==> config.mk <==
export PLATFORM = sky130hd
export DESIGN_NAME = rv_core_pipe
export DESIGN_NICKNAME = d
export VERILOG_FILES = /design/src/rv_pkg.sv /design/src/data_select_stage.sv /design/src/decode_stage.sv /design/src/execute_stage.sv /design/src/rv_core_pipe.sv /design/src/writeback_stage.sv
export SDC_FILE = /design/constraint.sdc
export NUM_CORES = 2
export LEC_CHECK = 0
export BUFFER_PORTS_ARGS = -buffer_cell sky130_fd_sc_hd__buf_2
export CAP_MARGIN = 20
export CORE_ASPECT_RATIO = 0.9
export CORE_MARGIN = 2
export CORE_UTILIZATION = 50
export DETAILED_ROUTE_END_ITERATION = 8
export MAX_ROUTING_LAYER = met4
export PLACE_DENSITY_LB_ADDON = 0.15
export SYNTH_ARGS = -nofsm -noshare
export SYNTH_HDL_FRONTEND = slang
export SYNTH_SLANG_ARGS = --single-unit
export TNS_END_PERCENT = 1
==> constraint.sdc <==
create_clock -name clk -period 17 [get_ports clk]
set_input_delay 5.1 -clock clk [delete_from_list [all_inputs] [get_ports clk]]
set_output_delay 5.1 -clock clk [all_outputs]
set_load 0.01 [all_outputs]
==> src/rv_pkg.sv <==
`default_nettype none

package rv_pkg;

    // operand 1 source
    typedef enum logic [1:0] {
        OP1_RS1,
        OP1_PC,
        OP1_ZERO
    } op1_sel_e;

    // operand 2 source
    typedef enum logic [1:0] {
        OP2_RS2,
        OP2_IMI,
        OP2_IMU
    } op2_sel_e;

    typedef enum logic [2:0] {
        ALU_ADD,
        ALU_SUB,
        ALU_SLT,
        ALU_XOR,
        ALU_OR,
        ALU_AND,
        ALU_SLL,
        ALU_SRL
    } alu_fn_e;

    // decoded control fields
    typedef struct packed {
        alu_fn_e     alu_fn;
        op1_sel_e    op1_sel;
        op2_sel_e    op2_sel;
        logic        rf_wen;
        logic [4:0]  wb_addr;
    } ctrl_t;

    // decode stage output
    typedef struct packed {
        logic        valid;
        logic [31:0] pc;
        logic [31:0] inst;
        ctrl_t       ctrl;
        logic [31:0] imm_i;
        logic [31:0] imm_u;
    } id_t;

    // operands selected for the exe slot
    typedef struct packed {
        logic        valid;
        logic [31:0] pc;
        logic        rf_wen;
        logic [4:0]  wb_addr;
        alu_fn_e     alu_fn;
        logic [31:0] op1_data;
        logic [31:0] op2_data;
    } exe_t;

    // result in flight through exe, mem and wb
    typedef struct packed {
        logic        valid;
        logic [31:0] pc;
        logic        rf_wen;
        logic [4:0]  wb_addr;
        logic [31:0] data;
    } res_t;

    // valid only when the slot writes a nonzero register
    typedef struct packed {
        logic        valid;
        logic [4:0]  addr;
        logic [31:0] wdata;
    } fw_t;

    typedef struct packed {
        logic [31:0] pc;
        logic [4:0]  rd;
        logic        wen;
        logic [31:0] data;
    } retire_t;

endpackage

`default_nettype wire

==> src/data_select_stage.sv <==
`default_nettype none

module data_select_stage (
    input  rv_pkg::id_t  id,
    input  logic [31:0]  regfile [32],
    input  rv_pkg::fw_t  exe_fw,
    input  rv_pkg::fw_t  mem_fw,
    input  rv_pkg::fw_t  wb_fw,
    output logic         stall,
    output rv_pkg::exe_t ds_exe
);
    import rv_pkg::*;

    logic [4:0]  rs1_addr;
    logic [4:0]  rs2_addr;
    logic [31:0] rs1_data;
    logic [31:0] rs2_data;
    logic [31:0] op1_data;
    logic [31:0] op2_data;

    function automatic logic fw_hit(input fw_t fw, input logic [4:0] addr);
        return fw.valid && (fw.addr == addr) && (addr != 5'd0);
    endfunction

    // rs fields are compared even when the format does not use them
    assign rs1_addr = id.inst[19:15];
    assign rs2_addr = id.inst[24:20];

    // exe slot result is not ready yet, so wait one cycle
    assign stall = id.valid && (fw_hit(exe_fw, rs1_addr) || fw_hit(exe_fw, rs2_addr));

    // mem has priority over wb, the younger write wins
    assign rs1_data = (rs1_addr == 5'd0)       ? 32'd0 :
                      fw_hit(mem_fw, rs1_addr) ? mem_fw.wdata :
                      fw_hit(wb_fw, rs1_addr)  ? wb_fw.wdata :
                                                 regfile[rs1_addr];

    assign rs2_data = (rs2_addr == 5'd0)       ? 32'd0 :
                      fw_hit(mem_fw, rs2_addr) ? mem_fw.wdata :
                      fw_hit(wb_fw, rs2_addr)  ? wb_fw.wdata :
                                                 regfile[rs2_addr];

    always_comb begin
        case (id.ctrl.op1_sel)
            OP1_RS1: op1_data = rs1_data;
            OP1_PC:  op1_data = id.pc;
            default: op1_data = 32'd0;
        endcase
    end

    always_comb begin
        case (id.ctrl.op2_sel)
            OP2_RS2: op2_data = rs2_data;
            OP2_IMI: op2_data = id.imm_i;
            OP2_IMU: op2_data = id.imm_u;
            default: op2_data = 32'd0;
        endcase
    end

    // a stall turns the exe slot input into a bubble
    always_comb begin
        ds_exe.valid    = id.valid && !stall;
        ds_exe.pc       = id.pc;
        ds_exe.rf_wen   = id.ctrl.rf_wen;
        ds_exe.wb_addr  = id.ctrl.wb_addr;
        ds_exe.alu_fn   = id.ctrl.alu_fn;
        ds_exe.op1_data = op1_data;
        ds_exe.op2_data = op2_data;
    end

endmodule

`default_nettype wire

==> src/decode_stage.sv <==
`default_nettype none

module decode_stage (
    input  logic        clk,
    input  logic        rst,
    input  logic        inst_valid,
    input  logic [31:0] inst,
    input  logic [31:0] pc,
    input  logic        stall,
    output rv_pkg::id_t id
);
    import rv_pkg::*;

    localparam logic [6:0] OPC_OP_IMM = 7'b0010011;
    localparam logic [6:0] OPC_OP     = 7'b0110011;
    localparam logic [6:0] OPC_LUI    = 7'b0110111;
    localparam logic [6:0] OPC_AUIPC  = 7'b0010111;

    logic        valid_q;
    logic [31:0] pc_q;
    logic [31:0] inst_q;
    logic [6:0]  opcode;
    logic [2:0]  funct3;
    logic [6:0]  funct7;
    ctrl_t       ctrl;

    always_ff @(posedge clk) begin
        if (rst) begin
            valid_q <= 1'b0;
        end else if (!stall) begin
            valid_q <= inst_valid;
        end
    end

    // payload loads only on an accepted instruction
    always_ff @(posedge clk) begin
        if (inst_valid && !stall) begin
            pc_q   <= pc;
            inst_q <= inst;
        end
    end

    assign opcode = inst_q[6:0];
    assign funct3 = inst_q[14:12];
    assign funct7 = inst_q[31:25];

    always_comb begin
        ctrl.alu_fn  = ALU_ADD;
        ctrl.op1_sel = OP1_RS1;
        ctrl.op2_sel = OP2_RS2;
        ctrl.rf_wen  = 1'b0;
        ctrl.wb_addr = inst_q[11:7];
        case (opcode)
            OPC_OP_IMM: begin
                ctrl.op2_sel = OP2_IMI;
                ctrl.rf_wen  = 1'b1;
                case (funct3)
                    3'b000: ctrl.alu_fn = ALU_ADD;
                    3'b010: ctrl.alu_fn = ALU_SLT;
                    3'b100: ctrl.alu_fn = ALU_XOR;
                    3'b110: ctrl.alu_fn = ALU_OR;
                    3'b111: ctrl.alu_fn = ALU_AND;
                    3'b001: ctrl.alu_fn = ALU_SLL;
                    3'b101: ctrl.alu_fn = ALU_SRL;
                    default: ctrl.rf_wen = 1'b0;
                endcase
                // shift immediates need funct7 zero, srai is not supported
                if ((funct3 == 3'b001 || funct3 == 3'b101) && funct7 != 7'b0000000) begin
                    ctrl.rf_wen = 1'b0;
                end
            end
            OPC_OP: begin
                ctrl.rf_wen = (funct7 == 7'b0000000);
                case (funct3)
                    3'b000: begin
                        if (funct7 == 7'b0100000) begin
                            ctrl.alu_fn = ALU_SUB;
                            ctrl.rf_wen = 1'b1;
                        end
                    end
                    3'b010: ctrl.alu_fn = ALU_SLT;
                    3'b100: ctrl.alu_fn = ALU_XOR;
                    3'b110: ctrl.alu_fn = ALU_OR;
                    3'b111: ctrl.alu_fn = ALU_AND;
                    3'b001: ctrl.alu_fn = ALU_SLL;
                    3'b101: ctrl.alu_fn = ALU_SRL;
                    default: ctrl.rf_wen = 1'b0;
                endcase
            end
            OPC_LUI: begin
                ctrl.op1_sel = OP1_ZERO;
                ctrl.op2_sel = OP2_IMU;
                ctrl.rf_wen  = 1'b1;
            end
            OPC_AUIPC: begin
                ctrl.op1_sel = OP1_PC;
                ctrl.op2_sel = OP2_IMU;
                ctrl.rf_wen  = 1'b1;
            end
            // everything else retires as a no-op
            default: ctrl.rf_wen = 1'b0;
        endcase
    end

    always_comb begin
        id.valid = valid_q;
        id.pc    = pc_q;
        id.inst  = inst_q;
        id.ctrl  = ctrl;
        id.imm_i = {{20{inst_q[31]}}, inst_q[31:20]};
        id.imm_u = {inst_q[31:12], 12'd0};
    end

endmodule

`default_nettype wire

==> src/execute_stage.sv <==
`default_nettype none

module execute_stage (
    input  logic         clk,
    input  logic         rst,
    input  rv_pkg::exe_t ds_exe,
    output rv_pkg::res_t exe_res,
    output rv_pkg::fw_t  exe_fw
);
    import rv_pkg::*;

    exe_t        exe_q;
    logic [31:0] alu_out;
    logic [4:0]  shamt;

    // exe slot register
    always_ff @(posedge clk) begin
        if (rst) begin
            exe_q.valid <= 1'b0;
        end else begin
            exe_q <= ds_exe;
        end
    end

    assign shamt = exe_q.op2_data[4:0];

    always_comb begin
        case (exe_q.alu_fn)
            ALU_ADD: alu_out = exe_q.op1_data + exe_q.op2_data;
            ALU_SUB: alu_out = exe_q.op1_data - exe_q.op2_data;
            ALU_SLT: begin
                alu_out = {31'd0, $signed(exe_q.op1_data) < $signed(exe_q.op2_data)};
            end
            ALU_XOR: alu_out = exe_q.op1_data ^ exe_q.op2_data;
            ALU_OR:  alu_out = exe_q.op1_data | exe_q.op2_data;
            ALU_AND: alu_out = exe_q.op1_data & exe_q.op2_data;
            ALU_SLL: alu_out = exe_q.op1_data << shamt;
            ALU_SRL: alu_out = exe_q.op1_data >> shamt;
            default: alu_out = 32'd0;
        endcase
    end

    always_comb begin
        exe_res.valid   = exe_q.valid;
        exe_res.pc      = exe_q.pc;
        exe_res.rf_wen  = exe_q.rf_wen;
        exe_res.wb_addr = exe_q.wb_addr;
        exe_res.data    = alu_out;
    end

    // hazard report only, this slot never forwards
    always_comb begin
        exe_fw.valid = exe_q.valid && exe_q.rf_wen && (exe_q.wb_addr != 5'd0);
        exe_fw.addr  = exe_q.wb_addr;
        exe_fw.wdata = 32'd0;
    end

endmodule

`default_nettype wire

==> src/rv_core_pipe.sv <==
`default_nettype none

module rv_core_pipe (
    input  logic            clk,
    input  logic            rst,
    input  logic            inst_valid,
    input  logic [31:0]     inst,
    input  logic [31:0]     pc,
    output logic            stall,
    output logic            retire_valid,
    output rv_pkg::retire_t retire
);
    import rv_pkg::*;

    id_t         id;
    exe_t        ds_exe;
    res_t        exe_res;
    fw_t         exe_fw;
    fw_t         mem_fw;
    fw_t         wb_fw;
    logic [31:0] regfile [32];

    decode_stage decode_stage0 (
        .clk        (clk),
        .rst        (rst),
        .inst_valid (inst_valid),
        .inst       (inst),
        .pc         (pc),
        .stall      (stall),
        .id         (id)
    );

    data_select_stage data_select_stage0 (
        .id      (id),
        .regfile (regfile),
        .exe_fw  (exe_fw),
        .mem_fw  (mem_fw),
        .wb_fw   (wb_fw),
        .stall   (stall),
        .ds_exe  (ds_exe)
    );

    execute_stage execute_stage0 (
        .clk     (clk),
        .rst     (rst),
        .ds_exe  (ds_exe),
        .exe_res (exe_res),
        .exe_fw  (exe_fw)
    );

    // mem and wb slots plus the register file
    writeback_stage writeback_stage0 (
        .clk          (clk),
        .rst          (rst),
        .exe_res      (exe_res),
        .regfile      (regfile),
        .mem_fw       (mem_fw),
        .wb_fw        (wb_fw),
        .retire_valid (retire_valid),
        .retire       (retire)
    );

endmodule

`default_nettype wire

==> src/writeback_stage.sv <==
`default_nettype none

module writeback_stage (
    input  logic            clk,
    input  logic            rst,
    input  rv_pkg::res_t    exe_res,
    output logic [31:0]     regfile [32],
    output rv_pkg::fw_t     mem_fw,
    output rv_pkg::fw_t     wb_fw,
    output logic            retire_valid,
    output rv_pkg::retire_t retire
);
    import rv_pkg::*;

    res_t mem_q;
    res_t wb_q;
    logic wb_wen;

    always_ff @(posedge clk) begin
        if (rst) begin
            mem_q.valid <= 1'b0;
            wb_q.valid  <= 1'b0;
        end else begin
            mem_q <= exe_res;
            wb_q  <= mem_q;
        end
    end

    // x0 is never written
    assign wb_wen = wb_q.valid && wb_q.rf_wen && (wb_q.wb_addr != 5'd0);

    always_ff @(posedge clk) begin
        if (rst) begin
            for (int i = 0; i < 32; i++) begin
                regfile[i] <= 32'd0;
            end
        end else if (wb_wen) begin
            regfile[wb_q.wb_addr] <= wb_q.data;
        end
    end

    always_comb begin
        mem_fw.valid = mem_q.valid && mem_q.rf_wen && (mem_q.wb_addr != 5'd0);
        mem_fw.addr  = mem_q.wb_addr;
        mem_fw.wdata = mem_q.data;
        wb_fw.valid  = wb_wen;
        wb_fw.addr   = wb_q.wb_addr;
        wb_fw.wdata  = wb_q.data;
    end

    // one retire report per instruction leaving the wb slot
    assign retire_valid = wb_q.valid;

    always_comb begin
        retire.pc   = wb_q.pc;
        retire.rd   = wb_q.wb_addr;
        retire.wen  = wb_wen;
        retire.data = wb_q.data;
    end

endmodule

`default_nettype wire
==> metrics.csv <==
metric;value;unit
Pleak;25.9;nW
synthesis-stage register bit count;1337;
Congestion Overflow GR;0;
synthesized area per cell;9.57;sq um
gr usage total;39.9;%
# rows;132;
Hold-fix buffers, CTS;0;
Post-synth EDFFs;309;
Post-CTS Setup Repair Bufs;0;
gpl congestion;1.02;
Die Span X;405;um
First DRT Iteration DRCs;9246;
final net count;7363;
measured slew at the worst slew-check pin;1.30;ns
post-synth cell types;92;
post-route ant nets;0;
prevailing post-synth register cell;dfxtp_1;
CTS tree;built;
Residual DRC;0;
Area Overhead vs Synth;8.41;%
crit-path max FO;91;
Root Driver;clkbuf_16;
core area;0.144;sq mm
Post-Syn Nets;7715;
Hold Crit Start;writeback_stage0.mem_q[51]$_DFFE_PN_;
Final HPWL DP;174;mm
Required @ worst endpoint;17.64;ns
Mapped Area;0.0723;sq mm
crit path DAT;9.13;ns
Pins Over Slew Limit;0;
Max Cap Viol;0;
CTS max path bufs;3;
Final Hold Fails;0;
Startpoint Class;input pin;
share of flip-flops with an asynchronous set or reset;0;%
crit path kind;input pin to flop;
Vias/cell;6.72;
Ports;139;
Die ar.;0.148;sq mm
crit path launch;rst;
largest net degree at the start of global routing;228;
initial antenna violation count;18;
count of final setup violators;0;
RSZ-0062 raised after global routing;no;
PortBufs;138;
Post-CTS Resized;0;
layout cells sized above 1;17.8;%
status;finished, final reports clean;
maximum vdd drop;0.113;mV
Critical Path Sink Type;flop;
placed inst area;0.0735;sq mm
hold crit path type;flop to flop;
FMAX;118;MHz
Slew HR;13.6;%
yosys warns;0;
DR WL/cell;31.6;um
DR vias;61900;
total wire length;291;mm
Die H;365;um
Setup Skew;0.0378;ns
pwr dens;92.8;mW/mm^2
fin crit share;50.0;%
TritonCTS buffer count;145;
Sink Count;1337;
Final Cell Area;0.0783;sq mm
first-pass GRT wire length;414;mm
Syn Inst Count;7549;
Worst-Skew Late Latency;0.81;ns
vias in the first global route;57300;
Initial Utilization;50.3;%
register area share after synthesis;41.3;%
H-tree depth;4;
minimum clock period;8.49;ns
drt first pass iters;8;
clock-pin slew on the worst setup and hold paths;0.06;ns
Sum Neg Setup Slack;0;ns
Reg2Reg Launch Point;decode_stage0.inst_q[20]$_DFFE_PP_;
[synth_stat cells, drive strengths merged, types with 16 or more instances]
| cell type | n | area [sq um] |
|---|---|---|
| nand3 | 33 | 165 |
| nor2 | 224 | 846 |
| nand2 | 2129 | 7990 |
| xor2 | 16 | 140 |
| xnor2 | 28 | 245 |
| inv | 99 | 372 |
| o22ai | 27 | 169 |
| edfxtp | 309 | 9280 |
| nor2b | 86 | 538 |
| dfxtp | 1028 | 20600 |
| o21ai | 142 | 714 |
| a221o | 21 | 210 |
| a22oi | 68 | 510 |
| o211ai | 29 | 218 |
| nor4 | 21 | 150 |
| a21oi | 1194 | 5980 |
| a211oi | 66 | 495 |
| mux4 | 655 | 14800 |
| buf | 418 | 2110 |
| mux2i | 158 | 1580 |
| clkbuf | 388 | 1490 |
| ha | 97 | 1210 |
| nor3 | 34 | 186 |
[layout make-up]
type                    count  area [sq um]
inverters                 101           387
well taps                1876          2350
clock buffers             219          4280
repair buffers            307          2090
fillers                 12700         65400
multi-input cells        5305         38800
diodes                     18          45.0
flip-flops and latches   1337         29900
clock inverters            40           507
[registers in the layout, summed over array words and instances (netlist names)]
register                       count
writeback_stage0.retire_valid      1
writeback_stage0.wb_q              1
execute_stage0.exe_res            34
execute_stage0.exe_q              67
writeback_stage0.mem_q            34
writeback_stage0.regfile        1024
execute_stage0.exe_fw              5
decode_stage0.inst_q              32
decode_stage0.pc_q                32
writeback_stage0.mem_fw           37
writeback_stage0.retire           69
decode_stage0.valid_q              1
[report_power, final]
part           switching [mW]  total (mW)  internal [mW]
Clock                    1.40        3.22           1.83
Combinational           0.477       0.679          0.202
Sequential             0.0614        3.37           3.31
[logic make-up after synthesis]
group	Yosys count	share of synthesized area [%]
AO/OA/AOI/OAI	1707	13.5
XOR/XNOR	44	0.533
adder cells (fa/ha/maj)	99	1.74
buffers and inverters	907	5.51
flip-flops	1337	41.3
multiplexers	822	22.7
AND/OR/NAND/NOR	2633	14.7
[metrics by stage]
stage | power [mW] | setup slack (ns) | cells | utilization (%) | hold slack (ns)
after CTS | 7.26 | 8.49 | 9184 | 54.5 | 0.412
final | 7.27 | 8.51 | 9203 | 54.5 | 0.414
after floorplan | 3.86 | 6.14 | 7549 | - | 0.400
after detailed placement | 4.09 | 7.92 | 8925 | 51.1 | 0.405
after global routing | 7.45 | 8.27 | 9196 | 54.5 | 0.416
after global placement | 4.09 | 7.97 | 8925 | 51.1 | 0.401
[worst max-delay path: stages]
cell     delay, ns
buf_8         0.38
buf_4         0.69
buf_4         0.90
buf_4         0.84
buf_4         0.79
a21oi_1       0.11
[layer usage]
layer  track usage [%]  wire (um)
met5                 -          0
met4              19.4      16800
met3              9.98      36100
met2              56.9     125000
met1              53.0     113000
[path summary, 6_finish.rpt]
path	endpoint	slack [ns]	cells past startpoint
max	writeback_stage0.regfile[979]$_SDFFE_PP0P_	8.51	6
min	writeback_stage0.retire[51]$_DFFE_PN_	0.41	0
max reg2reg	execute_stage0.exe_q[28]$_SDFFCE_PN0N_	11.83	8
min reg2reg	writeback_stage0.retire[51]$_DFFE_PN_	0.41	0
[cells in the final DEF, fill, tap and decap left out, drive strengths merged, types with 11 or more instances in the layout]
cell	n
mux4	655
xnor2	28
nor2	224
nand4	12
o211ai	29
or2	15
ha	97
nand3	33
a31oi	12
nor2b	86
clkbuf	219
a21oi	1194
nor3	34
or3	12
a22oi	68
inv	105
a21o	11
dfxtp	1028
a211oi	66
nand2	2129
a221o	21
edfxtp	309
clkinv	30
buf	307
o21bai	14
xor2	16
nor4	21
o21ai	142
o22ai	27
mux2i	158
nand2b	12
diode	18
Power figures use the tool's default switching activity.
